[src/source/packet_rom.hex]
// each line is one link_packet_t word, msb first, 18 hex digits.
// digits from the left are op, addr (4), data (8), mask, dest x, dest y and src (2, zero).
01000c0de0000f1100
01004c0de0101f1200
01008c0de0202f1300
0100cc0de0303f2100
01010c0de0404f2200
01014c0de0505f2300
01018c0de0606f3100
0101cc0de0707f3200
21020c0de0808f0100
01024c0de0909c1300
01028c0de0a0a32000
0102cc0de0b0b10200
21030c0de0c0cf0300
01034c0de0d0d84000
01038c0de0e0e14100
0103cc0de0f0ff4200

[src/source/streamer_pkg.sv]
package streamer_pkg;

   // ----------------------------------------
   // link field sizes
   // ----------------------------------------
   localparam int X_CORD_WIDTH = 4;
   localparam int Y_CORD_WIDTH = 4;
   localparam int ADDR_WIDTH   = 16;
   localparam int DATA_WIDTH   = 32;
   localparam int MASK_WIDTH   = DATA_WIDTH / 8;  // one bit per data byte.

   // ----------------------------------------
   // packet table and credit pool
   // ----------------------------------------
   localparam int ROM_WORDS       = 16;
   localparam int ROM_ADDR_WIDTH  = $clog2(ROM_WORDS);
   localparam int MAX_OUT_CREDITS = 4;
   localparam int CREDIT_WIDTH    = $clog2(MAX_OUT_CREDITS + 1);  // holds zero up to the full pool.

   // configuration space location of the freeze register.
   localparam logic [ADDR_WIDTH-1:0] FREEZE_ADDR = 16'h0100;

   // ----------------------------------------
   // opcodes and states
   // ----------------------------------------
   typedef enum logic [1:0]
   {
      OP_STORE  = 2'b00,
      OP_LOAD   = 2'b01,
      OP_CONFIG = 2'b10
   } packet_op_e;

   typedef enum logic [1:0]
   {
      ST_FROZEN = 2'b00,  // waiting for the freeze register to clear.
      ST_STREAM = 2'b01,
      ST_DONE   = 2'b10   // table fully sent, held until reset.
   } stream_state_e;

   // ----------------------------------------
   // mesh packet, 70 bits, msb first
   // ----------------------------------------
   typedef struct packed
   {
      packet_op_e              op;
      logic [ADDR_WIDTH-1:0]   addr;
      logic [DATA_WIDTH-1:0]   data;
      logic [MASK_WIDTH-1:0]   mask;
      logic [X_CORD_WIDTH-1:0] dest_x;
      logic [Y_CORD_WIDTH-1:0] dest_y;
      logic [X_CORD_WIDTH-1:0] src_x;  // stamped by the sending node.
      logic [Y_CORD_WIDTH-1:0] src_y;
   } link_packet_t;

endpackage
[src/source/packet_streamer_top.sv]
`timescale 1ns/1ps

module packet_streamer_top
(
   input  logic                                clk_i,
   input  logic                                rst_i,
   input  logic [streamer_pkg::X_CORD_WIDTH-1:0] my_x_i,
   input  logic [streamer_pkg::Y_CORD_WIDTH-1:0] my_y_i,
   output logic                                link_v_o,
   output streamer_pkg::link_packet_t          link_pkt_o,
   input  logic                                link_ready_i,
   input  logic                                in_v_i,
   input  streamer_pkg::link_packet_t          in_pkt_i,
   input  logic                                credit_return_i,
   output logic                                done_o
);

   logic [streamer_pkg::ROM_ADDR_WIDTH-1:0] rom_addr;
   streamer_pkg::link_packet_t           rom_pkt;
   logic                                 send_v;
   logic                                 send_ready;
   logic                                 send_event;
   logic                                 credits_avail;
   logic                                 freeze;

   assign send_event = send_v & send_ready;  // one credit leaves per send.

   packet_rom i_packet_rom
   (
      .clk_i  (clk_i),
      .rst_i  (rst_i),
      .addr_i (rom_addr),
      .pkt_o  (rom_pkt)
   );

   credit_counter i_credit_counter
   (
      .clk_i    (clk_i),
      .rst_i    (rst_i),
      .send_i   (send_event),
      .return_i (credit_return_i),
      .avail_o  (credits_avail)
   );

   link_endpoint i_link_endpoint
   (
      .clk_i        (clk_i),
      .rst_i        (rst_i),
      .my_x_i       (my_x_i),
      .my_y_i       (my_y_i),
      .send_v_i     (send_v),
      .send_pkt_i   (rom_pkt),
      .send_ready_o (send_ready),
      .link_ready_i (link_ready_i),
      .link_v_o     (link_v_o),
      .link_pkt_o   (link_pkt_o),
      .in_v_i       (in_v_i),
      .in_pkt_i     (in_pkt_i),
      .freeze_o     (freeze)
   );

   streamer_ctrl i_streamer_ctrl
   (
      .clk_i           (clk_i),
      .rst_i           (rst_i),
      .freeze_i        (freeze),
      .send_ready_i    (send_ready),
      .credits_avail_i (credits_avail),
      .rom_addr_o      (rom_addr),
      .send_v_o        (send_v),
      .done_o          (done_o)
   );

endmodule

[src/source/streamer_ctrl.sv]
`timescale 1ns/1ps

module streamer_ctrl
(
   input  logic                                  clk_i,
   input  logic                                  rst_i,
   input  logic                                  freeze_i,
   input  logic                                  send_ready_i,
   input  logic                                  credits_avail_i,
   output logic [streamer_pkg::ROM_ADDR_WIDTH-1:0] rom_addr_o,
   output logic                                  send_v_o,
   output logic                                  done_o
);

   localparam logic [streamer_pkg::ROM_ADDR_WIDTH-1:0] LAST_ADDR =
      streamer_pkg::ROM_ADDR_WIDTH'(streamer_pkg::ROM_WORDS - 1);

   streamer_pkg::stream_state_e         state_q;
   streamer_pkg::stream_state_e         state_d;
   logic [streamer_pkg::ROM_ADDR_WIDTH-1:0] addr_q;
   logic                                send;
   logic                                last_send;

   // freeze also gates directly, so a pause stops sending in the same cycle.
   assign send_v_o  = (state_q == streamer_pkg::ST_STREAM) & ~freeze_i & credits_avail_i;
   assign send      = send_v_o & send_ready_i;
   assign last_send = send & (addr_q == LAST_ADDR);

   // ----------------------------------------
   // state machine
   // ----------------------------------------
   always_comb
   begin
      state_d = state_q;
      case (state_q)
         streamer_pkg::ST_FROZEN:
         begin
            if (~freeze_i)
            begin
               state_d = streamer_pkg::ST_STREAM;
            end
         end
         streamer_pkg::ST_STREAM:
         begin
            if (last_send)
            begin
               state_d = streamer_pkg::ST_DONE;
            end
            else if (freeze_i)
            begin
               state_d = streamer_pkg::ST_FROZEN;  // paused, address is kept.
            end
         end
         default:
         begin
            state_d = streamer_pkg::ST_DONE;
         end
      endcase
   end

   always_ff @(posedge clk_i)
   begin
      if (rst_i)
      begin
         state_q <= streamer_pkg::ST_FROZEN;
         addr_q  <= '0;
      end
      else
      begin
         state_q <= state_d;
         if (send & ~last_send)
         begin
            addr_q <= addr_q + 1'b1;  // holds on the final entry.
         end
      end
   end

   assign rom_addr_o = addr_q;
   assign done_o     = (state_q == streamer_pkg::ST_DONE);

endmodule

[src/source/link_endpoint.sv]
`timescale 1ns/1ps

module link_endpoint
(
   input  logic                                clk_i,
   input  logic                                rst_i,
   input  logic [streamer_pkg::X_CORD_WIDTH-1:0] my_x_i,
   input  logic [streamer_pkg::Y_CORD_WIDTH-1:0] my_y_i,
   input  logic                                send_v_i,
   input  streamer_pkg::link_packet_t          send_pkt_i,
   output logic                                send_ready_o,
   input  logic                                link_ready_i,
   output logic                                link_v_o,
   output streamer_pkg::link_packet_t          link_pkt_o,
   input  logic                                in_v_i,
   input  streamer_pkg::link_packet_t          in_pkt_i,
   output logic                                freeze_o
);

   logic                       out_v_q;
   streamer_pkg::link_packet_t out_pkt_q;
   streamer_pkg::link_packet_t stamped_pkt;
   logic                       send;
   logic                       freeze_q;
   logic                       freeze_hit;

   // ----------------------------------------
   // outbound register
   // ----------------------------------------
   assign send_ready_o = ~out_v_q | link_ready_i;  // empty, or drained this cycle.
   assign send         = send_v_i & send_ready_o;

   always_comb
   begin
      stamped_pkt       = send_pkt_i;
      stamped_pkt.src_x = my_x_i;
      stamped_pkt.src_y = my_y_i;
   end

   always_ff @(posedge clk_i)
   begin
      if (rst_i)
      begin
         out_v_q <= 1'b0;
      end
      else if (send)
      begin
         out_v_q <= 1'b1;
      end
      else if (link_ready_i)
      begin
         out_v_q <= 1'b0;  // packet taken by the network.
      end
   end

   // payload only moves on a send, so it stays stable under back-pressure.
   always_ff @(posedge clk_i)
   begin
      if (send)
      begin
         out_pkt_q <= stamped_pkt;
      end
   end

   assign link_v_o   = out_v_q;
   assign link_pkt_o = out_pkt_q;

   // ----------------------------------------
   // inbound decode
   // ----------------------------------------
   // every inbound packet is absorbed, only a freeze write has an effect.
   assign freeze_hit = in_v_i
                     & (in_pkt_i.op == streamer_pkg::OP_CONFIG)
                     & (in_pkt_i.addr == streamer_pkg::FREEZE_ADDR);

   always_ff @(posedge clk_i)
   begin
      if (rst_i)
      begin
         freeze_q <= 1'b1;  // node comes up frozen.
      end
      else if (freeze_hit)
      begin
         freeze_q <= in_pkt_i.data[0];
      end
   end

   assign freeze_o = freeze_q;

endmodule

[src/source/credit_counter.sv]
`timescale 1ns/1ps

module credit_counter
(
   input  logic clk_i,
   input  logic rst_i,
   input  logic send_i,
   input  logic return_i,
   output logic avail_o
);

   localparam logic [streamer_pkg::CREDIT_WIDTH-1:0] CREDITS_FULL =
      streamer_pkg::CREDIT_WIDTH'(streamer_pkg::MAX_OUT_CREDITS);

   logic [streamer_pkg::CREDIT_WIDTH-1:0] count_q;

   // ----------------------------------------
   // free credit count
   // ----------------------------------------
   always_ff @(posedge clk_i)
   begin
      if (rst_i)
      begin
         count_q <= CREDITS_FULL;  // whole pool is free after reset.
      end
      else
      begin
         case ({send_i, return_i})
            2'b10:
            begin
               if (count_q != '0)
               begin
                  count_q <= count_q - 1'b1;
               end
            end
            2'b01:
            begin
               if (count_q != CREDITS_FULL)
               begin
                  count_q <= count_q + 1'b1;  // saturates at the pool size.
               end
            end
            default:
            begin
               count_q <= count_q;  // send and return cancel out.
            end
         endcase
      end
   end

   assign avail_o = (count_q != '0);

endmodule

[src/source/packet_rom.sv]
`timescale 1ns/1ps

module packet_rom
(
   input  logic                                  clk_i,
   input  logic                                  rst_i,
   input  logic [streamer_pkg::ROM_ADDR_WIDTH-1:0] addr_i,
   output streamer_pkg::link_packet_t            pkt_o
);

   // ----------------------------------------
   // packet table
   // ----------------------------------------
   logic [$bits(streamer_pkg::link_packet_t)-1:0] rom_q [0:streamer_pkg::ROM_WORDS-1];

   initial
   begin
      $readmemh("/design/src/source/packet_rom.hex", rom_q);  // src fields in the file are zero.
   end

   // the read is asynchronous, the controller sees the entry in the same cycle.
   assign pkt_o = streamer_pkg::link_packet_t'(rom_q[addr_i]);

endmodule

[config.mk]
export PLATFORM = sky130hd
export DESIGN_NAME = packet_streamer_top
export DESIGN_NICKNAME = d
export VERILOG_FILES = /design/src/source/streamer_pkg.sv /design/src/source/packet_streamer_top.sv /design/src/source/streamer_ctrl.sv /design/src/source/link_endpoint.sv /design/src/source/credit_counter.sv /design/src/source/packet_rom.sv
export SDC_FILE = /design/constraint.sdc
export NUM_CORES = 1
export LEC_CHECK = 0
export ABC_CLOCK_PERIOD_IN_PS = 2740
export BUFFER_PORTS_ARGS = -buffer_cell sky130_fd_sc_hd__buf_4
export CAP_MARGIN = 0
export CORE_MARGIN = 3
export CORE_UTILIZATION = 44
export DETAILED_ROUTE_END_ITERATION = 7
export PLACE_DENSITY = 0.83
export SKIP_CTS_REPAIR_TIMING = 1
export SYNTH_ARGS = -nofsm -noshare
export SYNTH_HDL_FRONTEND = slang
export SYNTH_HIERARCHICAL = 1
export SYNTH_SLANG_ARGS = --single-unit
[constraint.sdc]
create_clock -name clk_i -period 2.74 [get_ports clk_i]
set_input_delay 0.411 -clock clk_i [delete_from_list [all_inputs] [get_ports clk_i]]
set_output_delay 0.411 -clock clk_i [all_outputs]
set_load 0.05 [all_outputs]
After elaboration in Yosys (flattened, before gate mapping)

Index checks and enable logic that the tools add are counted.

Mux-type cells: 9
Add/subtract/negate cells: 3
Eq/ne operators: 12
Reductions and logical operators: 6
Bitwise gates (word level): 11

Operators with widths:

| kind                  | count |
|---|---|
| $eq A16 B9 Y1 const B | 1 |
| $and A1 B1 Y1         | 7 |
| $eq A2 B2 Y1 const B  | 3 |
| $mux W2               | 3 |
| $mux W3               | 2 |
| $pmux W3 S2           | 1 |
| $add A4 B1 Y4 const B | 1 |
| $eq A2 B1 Y1 const B  | 2 |
| $eq A4 B4 Y1 const B  | 1 |
| $ne A2 B1 Y1 const B  | 2 |
| $pmux W2 S2           | 1 |
| $reduce_bool A2 Y1    | 2 |
| $add A3 B1 Y3 const B | 1 |
| $ne A3 B2 Y1 const B  | 1 |
| $ne A3 B3 Y1 const B  | 1 |
| $not A1 Y1            | 3 |
| $reduce_and A3 Y1     | 1 |
| $reduce_bool A3 Y1    | 1 |
| $sub A3 B1 Y3 const B | 1 |
| $logic_not A2 Y1      | 1 |
| $mux W1               | 2 |
| $ne A2 B2 Y1 const B  | 1 |
| $reduce_and A2 Y1     | 1 |
| $or A1 B1 Y1          | 1 |

Word-level logic and storage cells: 54
Output and inout port bits: 72
Register bits: 81

Logic depth before layout (Yosys ltp)

Gate-level depths: netlist of run 1.

Depth in word-level cells: 7
Mapped depth: 10
Gate-level depth less buffers: 10

Hierarchy

The synthesis of run 1 kept the hierarchy.

Modules (own cells, without submodules):

| module              | area each (um^2) | cells an instance | instances |
|---|---|---|---|
| link_endpoint       | 2252.2           | 85                | 1 |
| packet_rom          | 529.3            | 71                | 1 |
| streamer_ctrl       | 317.8            | 31                | 1 |
| credit_counter      | 202.7            | 22                | 1 |
| packet_streamer_top | 6.3              | 1                 | 1 |

Worst setup path before layout of run 1

No wires, ideal clock.

Path type: flip-flop to flip-flop
From: register i_credit_counter/count_q[1] (netlist name)
To: register i_link_endpoint.out_pkt_q, in the netlist i_link_endpoint/link_pkt_o[0], enable pin
Setup slack: -0.184 ns
Library setup time: 0.436 ns
Cell stages (with the launch flop): 5
Arrival: 2.488 ns
Required time: 2.304 ns
Cell sequence: dfxtp_1 -> or3_1 -> nand4bb_4 -> inv_1 -> and2_1

Cells in the longest elaborated chain, start to end: 3

Ends and longest elaborated chain:

| item                     | line                      | text |
|---|---|---|
| start, declared          | credit_counter.sv:15      | `logic [streamer_pkg::CREDIT_WIDTH-1:0] count_q;` |
| start signal, assigned   | credit_counter.sv:33      | `count_q <= count_q - 1'b1;` |
| start signal, assigned   | credit_counter.sv:40      | `count_q <= count_q + 1'b1;` |
| start signal, assigned   | credit_counter.sv:45      | `count_q <= count_q;` |
| $reduce_bool A3 Y1       | credit_counter.sv:51      | `assign avail_o = (count_q != '0);` |
| net credits_avail        | packet_streamer_top.sv:23 | `logic credits_avail;` |
| $and A1 B1 Y1            | streamer_ctrl.sv:25       | `assign send_v_o = (state_q == streamer_pkg::ST_STREAM) & ~freeze_i & credits_avail_i;` |
| net send_v               | packet_streamer_top.sv:20 | `logic send_v;` |
| $and A1 B1 Y1            | link_endpoint.sv:31       | `assign send = send_v_i & send_ready_o;` |
| net i_link_endpoint.send | link_endpoint.sv:23       | `logic send;` |
| end signal, assigned     | link_endpoint.sv:61       | `out_pkt_q <= stamped_pkt;` |
| end, declared            | link_endpoint.sv:21       | `streamer_pkg::link_packet_t out_pkt_q;` |

The timed path passes the listed nets, and every way through them passes these cells.
A chain may end at the register's enable or synchronous reset.

Worst setup path after layout of run 1

From: register i_credit_counter/count_q[1] (netlist name)
To: register i_credit_counter/count_q[2] (netlist name)

Cells in the longest elaborated chain, start to end: 6
Elaborated cells on any way between the ends: 15
Classes of those cells: add/sub: 2; eq/ne: 5; mux: 3; bitwise: 2; reduce/logical: 3

Ends and longest elaborated chain:

| item                                                                | line                      | text |
|---|---|---|
| $reduce_bool A3 Y1 *                                                | credit_counter.sv:51      |  |
| net credits_avail                                                   | packet_streamer_top.sv:23 |  |
| $and A1 B1 Y1 *                                                     | streamer_ctrl.sv:25       |  |
| net send_v                                                          | packet_streamer_top.sv:20 |  |
| $and A1 B1 Y1 *                                                     | packet_streamer_top.sv:26 | `assign send_event = send_v & send_ready;` |
| net send_event                                                      | packet_streamer_top.sv:22 | `logic send_event;` |
| $eq A2 B1 Y1 or $eq A2 B2 Y1 (tied branches)                        | credit_counter.sv:28      | `case ({send_i, return_i})` |
| $ne A2 B1 Y1 (no source line) or $reduce_bool A2 Y1 (tied branches) | -                         |  |
| $reduce_and A3 Y1 (no source line)                                  | -                         |  |

Mark *: on every way through the listed nets, which the timed path passes. The rest lies on a longest branch. The select of a mux whose other input is x is not followed.

==> qor.txt, run 1 <==
synthesis-to-finish area growth = 26.8%
final worst path period share = 93.3%
slowest library cell on the worst path = sky130_fd_sc_hd__dfxtp_1
Diodes inserted = 0
setup slack of the most critical reg-to-reg path = 0.18 ns
signal arrival time at the worst endpoint = 2.79 ns
Final Slew Violations = 0
status = finished, final reports clean
capturing instance or port of the critical path = i_credit_counter/count_q[2]$_SDFFE_PP1P_
CP Launch Type = register
fraction of layout instances using a drive strength above 1 = 41.4%
reg2reg path depth = 10
Port Buffers = 103
Critical Path End Type = register
worst vdd ir = 0.202 mV
site row count = 30
mean area per synthesized cell = 16.1 µm²
net switching power figure = 0.460 mW
synthesized instance count = 202
wire length of the first global-routing pass = 7980 µm
biggest fanout along the worst timing path = 7
clock tree from TritonCTS = done
maximum count of clock buffers along a single path = 2
area of the core = 6980 µm²
Die X = 91.9 µm
total power divided by cell area = 527 nW/µm²
length of the first detailed-routing pass in iterations = 4
initial core utilization = 46.5%
Post-Route WL = 4860 µm
nets = 401
clock slew at reported path FFs = 0.09 ns
Detail Placement HPWL = 3720 µm
launch instance of the worst register-to-register path = i_credit_counter/count_q[1]$_SDFFE_PP0P_
Final Hold Vio Count = 0
proportion of power drawn by flip-flops and latches = 61.5%
maximum clock rate = 391 MHz
total clock sinks = 81
via density per instance = 4.07
height of the die = 91.9 µm
GRT Util Overall = 12.3%
Crit Path Class = reg -> reg
number of stages on the worst setup path = 10
internal cell power = 1.71 mW
DRC violation total after the first TritonRoute iteration = 62
H-tree depth = 3
overflow left after global routing = 0
relative contribution of combinational cells to total power = 2.6%
via count of the first global-routing pass = 1743
beginning of the critical path = i_credit_counter/count_q[1]$_SDFFE_PP0P_
crit path buf inv count = 1
Post-route DRC = 0
switching share of power = 21.2%
Post-Synthesis Cell Area = 3250 µm²
total of fill cells in the finished design = 567
clock latency at the later pin of the worst-skew pair = 0.34 ns
Post-Route Skew = 0.0104 ns
number of antenna violations at the first check in global routing = 0
setup TNS = 0 ns
RSZ-0062 raised after global routing = no
drt wl/cell = 11.7 µm
Maximum Capacitance Violations = 0
remaining antenna violation count after routing = 0
data required time of the critical path = 2.97 ns
number of vias after detailed routing = 1699
Max stage delay on crit path = 0.47 ns
pin count of the biggest net entering global routing = 38
worst hold path type = in -> reg
weighted congestion at the end of routability-driven global placement = 0.693
Root Buffer Master = sky130_fd_sc_hd__clkbuf_8
final count of negative-setup-slack endpoints = 0
cell breakdown of the critical path = or3_1 -> nand4bb_4 -> inv_1 -> and2_1 -> and2b_2 -> xnor2_1 -> ha_1 -> and3b_1 -> a211o_1 -> a31o_1
Ports = 155
clock share of power = 35.9%
LEAKAGE = 1.66 nW
power after layout = 2.17 mW
reg-to-reg endpoint = i_credit_counter/count_q[2]$_SDFFE_PP1P_
area of the die = 8450 µm²
Top delay family on crit path = simple AND/OR/NAND/NOR gates
number of clock buffers inserted by TritonCTS = 9
synthesis warning total = 6
minimum period implied by the final worst setup slack = 2.56 ns
[layout make-up]
type | count | area (µm²) | share of cell area, %
sequential | 81 | 2320 | 56.4
clock inverter | 7 | 60.1 | 1.46
inverter | 3 | 11.3 | 0.273
multi-input combinational | 116 | 682 | 16.6
tap | 96 | 120 | 2.92
timing repair buffer | 105 | 801 | 19.4
clock buffer | 9 | 124 | 3.01
[routing by layer]
layer / wire [µm] / part of all wire, % / vias up / GRT usage, %
met5: 0 / 0 / - / 0
met4: 67 / 1.4 / 0 / 5.94
met3: 396 / 8.1 / 8 / 4.68
met2: 2550 / 52 / 76 / 21.7
met1: 1850 / 38 / 779 / 12.9
li1: - / - / 836 / -
[power by group through the flow]
| stage | clock network [mW] | logic [mW] | registers (mW) |
|---|---|---|---|
| floorplan | 0 | 0.0800 | 1.36 |
| global placement | 0 | 0.0531 | 1.36 |
| detailed placement | 0 | 0.0549 | 1.36 |
| CTS | 0.805 | 0.0550 | 1.34 |
| global route | 0.857 | 0.0664 | 1.34 |
| finish | 0.779 | 0.0574 | 1.34 |
[flip-flops by register name (all words and copies together) (netlist names)]
name                        cells
i_streamer_ctrl/state_q         2
i_link_endpoint/freeze_o        1
i_credit_counter/count_q        3
i_link_endpoint/link_pkt_o     70
i_link_endpoint/link_v_o        1
i_streamer_ctrl/rom_addr_o      4
[through the flow]
stage               hold WS (ns)  worst slack, ns  utilization (%)  std cells  cell area [µm²]
finish                     0.241            0.184             59.0        417             4120
global route               0.219           0.0558             59.0        417             4120
CTS                        0.220            0.216             58.9        417             4110
detailed placement         0.449            0.249             56.3        401             3930
global placement           0.434            0.288             56.3        401             3930
floorplan                  0.423            0.389                -        263             3480
[layout by cell type, fill, tap and decap left out, drive strengths merged, types with 3 or more instances in the layout]
master	instances
inv	6
buf	105
conb	62
nand2b	3
dfxtp	11
nor3	3
nor4	4
clkinvlp	3
edfxtp	70
nor2	6
nor2b	3
mux2i	3
clkbuf	9
xnor2	3
[how the worst min path moves through the flow]
stage / depth (start not counted) / to / from
finish: 1 / i_link_endpoint/link_pkt_o[3]$_DFFE_PP_ / my_y_i[3]
global route: 1 / i_link_endpoint/link_pkt_o[0]$_DFFE_PP_ / my_y_i[0]
CTS: 1 / i_link_endpoint/link_pkt_o[2]$_DFFE_PP_ / my_y_i[2]
detailed placement: 1 / i_streamer_ctrl/state_q[0]$_SDFFE_PP0P_ / i_link_endpoint/freeze_o$_SDFFE_PP1P_
global placement: 1 / i_streamer_ctrl/state_q[0]$_SDFFE_PP0P_ / i_link_endpoint/freeze_o$_SDFFE_PP1P_
floorplan: 1 / i_streamer_ctrl/state_q[0]$_SDFFE_PP0P_ / i_link_endpoint/freeze_o$_SDFFE_PP1P_
Power figures use the tool's default switching activity.
==> run 2, diff against run 1 <==
--- a/config.mk
+++ b/config.mk
@@ -5,13 +5,13 @@
 export SDC_FILE = /design/constraint.sdc
 export NUM_CORES = 1
 export LEC_CHECK = 0
-export ABC_CLOCK_PERIOD_IN_PS = 2740
-export BUFFER_PORTS_ARGS = -buffer_cell sky130_fd_sc_hd__buf_4
+export ABC_CLOCK_PERIOD_IN_PS = 3280
+export BUFFER_PORTS_ARGS = -buffer_cell sky130_fd_sc_hd__buf_2
 export CAP_MARGIN = 0
 export CORE_MARGIN = 3
-export CORE_UTILIZATION = 44
+export CORE_UTILIZATION = 52
 export DETAILED_ROUTE_END_ITERATION = 7
-export PLACE_DENSITY = 0.83
+export PLACE_DENSITY = 0.92
 export SKIP_CTS_REPAIR_TIMING = 1
 export SYNTH_ARGS = -nofsm -noshare
 export SYNTH_HDL_FRONTEND = slang
==> constraint.sdc (replaced) <==
create_clock -name clk_i -period 3.28 [get_ports clk_i]
set_input_delay 0.492 -clock clk_i [delete_from_list [all_inputs] [get_ports clk_i]]
set_output_delay 0.492 -clock clk_i [all_outputs]
set_load 0.05 [all_outputs]
==> qor.txt, run 2 (synthesized netlist as in run 1, its figures left out) <==
number of clock buffers inserted by TritonCTS = 9 (unchanged)
maximum clock rate = 395 MHz (+0.92%)
commonest cells after routing, fill and taps aside = sky130_fd_sc_hd__buf_2 (103), sky130_fd_sc_hd__edfxtp_1 (70), sky130_fd_sc_hd__conb_1 (62)
status = finished, final reports clean
fraction of layout instances using a drive strength above 1 = 40.2% (-1.2 points)
CP Launch Type = register
Min-Delay Endpoint = i_link_endpoint/link_pkt_o[7]$_DFFE_PP_
Ports = 155 (unchanged)
pre-CTS setup slack = 0.769 ns (+0.520 ns)
clock tree from TritonCTS = done
Final Slew Violations = 0 (unchanged)
reg2reg path depth = 10 (unchanged)
Crit Path Class = reg -> reg
relative contribution of combinational cells to total power = 2.1% (-0.5 points)
Final Hold Vio Count = 0 (unchanged)
height of the die = 85.0 µm (-7.5%)
final count of negative-setup-slack endpoints = 0 (unchanged)
total clock sinks = 81 (unchanged)
Die X = 85.0 µm (-7.5%)
area of the core = 5990 µm² (-14%)
area of the die = 7230 µm² (-14%)
GRT Util Overall = 14.6% (+2.2 points)
setup slack of the most critical reg-to-reg path = 0.75 ns (+0.56 ns)
power after layout = 1.83 mW (-16%)
weighted congestion at the end of routability-driven global placement = 0.705 (+1.7%)
Detail Placement HPWL = 3680 µm (-1.1%)
Root Buffer Master = sky130_fd_sc_hd__clkbuf_8
clock slew at reported path FFs = 0.08 ns (about the same)
length of the first detailed-routing pass in iterations = 4 (unchanged)
H-tree depth = 3 (unchanged)
launch instance of the worst register-to-register path = i_credit_counter/count_q[0]$_SDFFE_PP0P_
initial core utilization = 54.2% (+7.7 points)
maximum count of clock buffers along a single path = 2 (unchanged)
signal arrival time at the worst endpoint = 2.76 ns (-0.03 ns)
post-route cell area = 3820 µm² (-7.3%)
HP Start = my_x_i[3]
overflow left after global routing = 0 (unchanged)
total power divided by cell area = 480 nW/µm² (-9.0%)
data required time of the critical path = 3.51 ns (+0.54 ns)
wire length of the first global-routing pass = 7940 µm (-0.51%)
clock share of power = 37.0% (+1.1 points)
final worst path period share = 77.2% (-16 points)
number of vias after detailed routing = 1700 (+0.059%)
number of antenna violations at the first check in global routing = 0 (unchanged)
internal cell power = 1.49 mW (-13%)
Maximum Capacitance Violations = 0 (unchanged)
biggest fanout along the worst timing path = 7 (unchanged)
Port Buffers = 103 (unchanged)
reg-to-reg endpoint = i_credit_counter/count_q[2]$_SDFFE_PP1P_
worst hold path type = in -> reg
nets = 401 (unchanged)
Post-Route Skew = 0.00906 ns (-0.00136 ns)
final hold slack = 0.332 ns (+0.0914 ns)
Post-Route WL = 4850 µm (-0.19%)
Critical Path End Type = register
placed cell areas = 3630 µm² (-7.5%)
pin count of the biggest net entering global routing = 30 (-21%)
minimum period implied by the final worst setup slack = 2.53 ns (-0.0233 ns)
drt wl/cell = 12.3 µm (+5.1%)
commonest non-fill, non-tap cell in the layout = sky130_fd_sc_hd__buf_2
total of fill cells in the finished design = 444 (-22%)
RSZ-0062 raised after global routing = no
number of flip-flops in the largest register = 70 (unchanged)
Diodes inserted = 0 (unchanged)
via count of the first global-routing pass = 1737 (-0.34%)
Worst Hold Path Cells = 1 (unchanged)
worst vdd ir = 0.322 mV (+59%)
Post-route DRC = 0 (unchanged)
setup TNS = 0 ns (unchanged)
via density per instance = 4.29 (+5.4%)
DRC violation total after the first TritonRoute iteration = 72 (+16%)
net switching power figure = 0.347 mW (-25%)
site row count = 28 (-6.7%)
crit path setup slack, layout = 0.747 ns (+0.563 ns)
remaining antenna violation count after routing = 0 (unchanged)
clock latency at the later pin of the worst-skew pair = 0.33 ns (about the same)
proportion of power drawn by flip-flops and latches = 60.9% (-0.6 points)
LEAKAGE = 1.58 nW (-4.9%)
switching share of power = 18.9% (-2.2 points)
synthesis-to-finish area growth = 17.6%
==> run 2: per-layer routing <==
| layer | wire, µm | track usage [%] | vias to the layer above |
|---|---|---|---|
| li1 | - | - | 834 |
| met1 | 1720 | 14.8 | 770 |
| met2 | 2520 | 25.7 | 84 |
| met3 | 506 | 5.83 | 12 |
| met4 | 113 | 7.34 | 0 |
| met5 | 0 | 0 | - |
==> run 2: final cells by class <==
class,count,area [µm²],area share [%]
inverter,3,11.3,0.295
sequential,81,2320,60.8
multi-input combinational,116,676,17.7
clock buffer,11,131,3.44
clock inverter,5,56.3,1.47
timing repair buffer,105,531,13.9
tap,75,93.8,2.46
==> run 2: power by group through the flow <==
stage | registers [mW] | clock network [mW] | logic, mW
2_1_floorplan | 1.14 | 0 | 0.0668
3_3_place_gp | 1.14 | 0 | 0.0346
3_5_place_dp | 1.14 | 0 | 0.0364
4_1_cts | 1.12 | 0.708 | 0.0365
5_1_grt | 1.12 | 0.750 | 0.0467
6_report | 1.12 | 0.677 | 0.0392
==> run 2: stage by stage <==
stage / utilization (%) / instances
3_3_place_gp: 60.7 / 380
4_1_cts: 63.8 / 396
5_1_grt: 63.8 / 396
6_report: 63.8 / 396
2_1_floorplan: - / 263
3_5_place_dp: 60.7 / 380
==> run 2: worst max-delay path, cell delays in order (launching register included) <==
cell                        delay, ns
sky130_fd_sc_hd__dfxtp_1         0.45
sky130_fd_sc_hd__or3_1           0.20
sky130_fd_sc_hd__nand4bb_4       0.13
sky130_fd_sc_hd__inv_1           0.16
sky130_fd_sc_hd__and2_1          0.26
sky130_fd_sc_hd__and2b_2         0.25
sky130_fd_sc_hd__xnor2_1         0.13
sky130_fd_sc_hd__ha_1            0.20
sky130_fd_sc_hd__and3b_1         0.19
sky130_fd_sc_hd__a211o_1         0.26
sky130_fd_sc_hd__a31o_1          0.20
==> run 2: worst max path at each step <==
| stage | startpoint | to | slack [ns] | cells after the start |
|---|---|---|---|---|
| after global routing | i_credit_counter/count_q[1]$_SDFFE_PP0P_ | i_credit_counter/count_q[2]$_SDFFE_PP1P_ | 0.56 | 10 |
| after CTS | i_credit_counter/count_q[1]$_SDFFE_PP0P_ | i_credit_counter/count_q[2]$_SDFFE_PP1P_ | 0.74 | 10 |
| after global placement | i_credit_counter/count_q[0]$_SDFFE_PP0P_ | i_credit_counter/count_q[2]$_SDFFE_PP1P_ | 0.82 | 10 |
| after floorplan | i_credit_counter/count_q[1]$_SDFFE_PP0P_ | i_link_endpoint/link_pkt_o[0]$_DFFE_PP_ | 0.36 | 4 |
| after detailed placement | i_credit_counter/count_q[1]$_SDFFE_PP0P_ | i_credit_counter/count_q[2]$_SDFFE_PP1P_ | 0.77 | 10 |
| final | i_credit_counter/count_q[0]$_SDFFE_PP0P_ | i_credit_counter/count_q[2]$_SDFFE_PP1P_ | 0.75 | 10 |
==> run 3, diff against run 2 <==
--- a/config.mk
+++ b/config.mk
@@ -5,13 +5,13 @@
 export SDC_FILE = /design/constraint.sdc
 export NUM_CORES = 1
 export LEC_CHECK = 0
-export ABC_CLOCK_PERIOD_IN_PS = 3280
+export ABC_CLOCK_PERIOD_IN_PS = 2600
 export BUFFER_PORTS_ARGS = -buffer_cell sky130_fd_sc_hd__buf_2
 export CAP_MARGIN = 0
 export CORE_MARGIN = 3
-export CORE_UTILIZATION = 52
+export CORE_UTILIZATION = 48
 export DETAILED_ROUTE_END_ITERATION = 7
-export PLACE_DENSITY = 0.92
+export PLACE_DENSITY = 0.86
 export SKIP_CTS_REPAIR_TIMING = 1
 export SYNTH_ARGS = -nofsm -noshare
 export SYNTH_HDL_FRONTEND = slang
==> constraint.sdc (replaced) <==
create_clock -name clk_i -period 2.6 [get_ports clk_i]
set_input_delay 0.39 -clock clk_i [delete_from_list [all_inputs] [get_ports clk_i]]
set_output_delay 0.39 -clock clk_i [all_outputs]
set_load 0.05 [all_outputs]
==> qor.txt, run 3 (synthesized netlist as in run 1, its figures left out) <==
Final Slew Violations = 0 (unchanged)
crit path buf inv count = 1 (unchanged)
Ports = 155 (unchanged)
LEAKAGE = 1.60 nW (+1.2%)
slowest library cell on the worst path = sky130_fd_sc_hd__or3_1
final worst path period share = 95.7% (+19 points)
Critical Path End Type = register
fraction of layout instances using a drive strength above 1 = 42.4% (+2.2 points)
height of the die = 88.3 µm (+3.8%)
nets = 403 (+0.50%)
final count of negative-setup-slack endpoints = 0 (unchanged)
synthesis-to-finish area growth = 19.3%
pin count of the biggest net entering global routing = 48 (+60%)
total power divided by cell area = 608 nW/µm² (+27%)
drt wl/cell = 12.0 µm (-2.3%)
placed cell count = 384 (+1.1%)
cell breakdown of the critical path = or3_1 -> nand4bb_4 -> inv_2 -> and2_2 -> and2b_2 -> xnor2_1 -> ha_1 -> and3b_1 -> a211o_1 -> a31o_1
worst hold path type = in -> reg
weighted congestion at the end of routability-driven global placement = 0.713 (+1.1%)
area of the core = 6460 µm² (+7.8%)
worst vdd ir = 0.295 mV (-8.3%)
total clock sinks = 81 (unchanged)
RSZ-0062 raised after global routing = no
overflow left after global routing = 0 (unchanged)
number of flip-flops in the largest register = 70 (unchanged)
via count of the first global-routing pass = 1589 (-8.5%)
Final Hold Vio Count = 0 (unchanged)
Diodes inserted = 0 (unchanged)
status = finished, final reports clean
Crit Path Class = reg -> reg
Detail Placement HPWL = 3510 µm (-4.6%)
commonest cells after routing, fill and taps aside = sky130_fd_sc_hd__buf_2 (103), sky130_fd_sc_hd__edfxtp_1 (70), sky130_fd_sc_hd__conb_1 (62)
signal arrival time at the worst endpoint = 2.73 ns (-0.03 ns)
setup TNS = 0 ns (unchanged)
clock tree from TritonCTS = done
Root Buffer Master = sky130_fd_sc_hd__clkbuf_8
GRT Util Overall = 12.3% (-2.2 points)
Port Buffers = 103 (unchanged)
Post-Route Skew = 0.00802 ns (-0.00103 ns)
final cell count without fillers = 400 (+1.0%)
H-tree depth = 3 (unchanged)
DRC violation total after the first TritonRoute iteration = 44 (-39%)
maximum count of clock buffers along a single path = 2 (unchanged)
Max stage delay on crit path = 0.42 ns (-0.03 ns)
power after layout = 2.35 mW (+28%)
Post-Route WL = 4790 µm (-1.3%)
minimum period implied by the final worst setup slack = 2.49 ns (-0.0437 ns)
CP Launch Type = register
via density per instance = 4.30 (about the same)
final hold slack = 0.220 ns (-0.112 ns)
site row count = 29 (+3.6%)
maximum clock rate = 402 MHz (+1.8%)
number of antenna violations at the first check in global routing = 0 (unchanged)
length of the first detailed-routing pass in iterations = 3 (-1)
Post-route DRC = 0 (unchanged)
placed cell areas = 3660 µm² (+0.83%)
remaining antenna violation count after routing = 0 (unchanged)
wire length of the first global-routing pass = 6980 µm (-12%)
data required time of the critical path = 2.84 ns (-0.67 ns)
commonest non-fill, non-tap cell in the layout = sky130_fd_sc_hd__buf_2
Die X = 88.3 µm (+3.8%)
Top delay family on crit path = simple AND/OR/NAND/NOR gates
clock slew at reported path FFs = 0.08 ns (about the same)
initial core utilization = 50.3% (-3.9 points)
biggest fanout along the worst timing path = 6 (-1)
number of clock buffers inserted by TritonCTS = 9 (unchanged)
Maximum Capacitance Violations = 0 (unchanged)
number of vias after detailed routing = 1718 (+1.1%)
clock latency at the later pin of the worst-skew pair = 0.34 ns (about the same)
post-route cell area = 3870 µm² (+1.4%)
area of the die = 7790 µm² (+7.7%)
run 3: final cells by class:
type	count	area, µm²
fillers	528	2580
flip-flops and latches	81	2320
multi-input cells	116	683
repair buffers	107	558
clock buffers	9	124
well taps	77	96.3
clock inverters	7	80.1
inverters	3	11.3
run 3: per-stage QoR:
step / utilization [%] / worst slack [ns]
after floorplan: - / 0.249
after global placement: 56.7 / 0.159
after detailed placement: 56.7 / 0.0798
after CTS: 59.9 / 0.0624
after global routing: 60.0 / 0.0191
final: 60.0 / 0.111
run 3: report_power, final:
| group | internal [mW] | switching, mW | total [mW] | leakage, nW |
|---|---|---|---|---|
| clock network | 0.453 | 0.445 | 0.898 | 0.101 |
| registers | 1.41 | 0.0000000457 | 1.41 | 0.717 |
| logic | 0.0224 | 0.0264 | 0.0488 | 0.783 |
run 3: worst paths after layout:
path / startpoint / end / slack, ns / cells past startpoint
setup reg to reg: i_credit_counter/count_q[2]$_SDFFE_PP1P_ / i_credit_counter/count_q[2]$_SDFFE_PP1P_ / 0.11 / 10
hold / removal: my_y_i[0] / i_link_endpoint/link_pkt_o[0]$_DFFE_PP_ / 0.22 / 1
hold reg to reg: i_link_endpoint/freeze_o$_SDFFE_PP1P_ / i_streamer_ctrl/state_q[0]$_SDFFE_PP0P_ / 0.46 / 1
setup / recovery: i_credit_counter/count_q[2]$_SDFFE_PP1P_ / i_credit_counter/count_q[2]$_SDFFE_PP1P_ / 0.11 / 10
run 3: worst register-to-register path, stage by stage (launching register included):
cell and delay, ns:
sky130_fd_sc_hd__dfxtp_1 0.36, sky130_fd_sc_hd__or3_1 0.42, sky130_fd_sc_hd__nand4bb_4 0.13, sky130_fd_sc_hd__inv_2 0.08
sky130_fd_sc_hd__and2_2 0.23, sky130_fd_sc_hd__and2b_2 0.22, sky130_fd_sc_hd__xnor2_1 0.07, sky130_fd_sc_hd__ha_1 0.21
sky130_fd_sc_hd__and3b_1 0.20, sky130_fd_sc_hd__a211o_1 0.26, sky130_fd_sc_hd__a31o_1 0.21
run 3: routing by layer:
layer	share of wire, %	global-route usage, %
met5	0	0
met4	2.0	7.01
met3	8.3	4.38
met2	54	22.0
met1	36	12.4
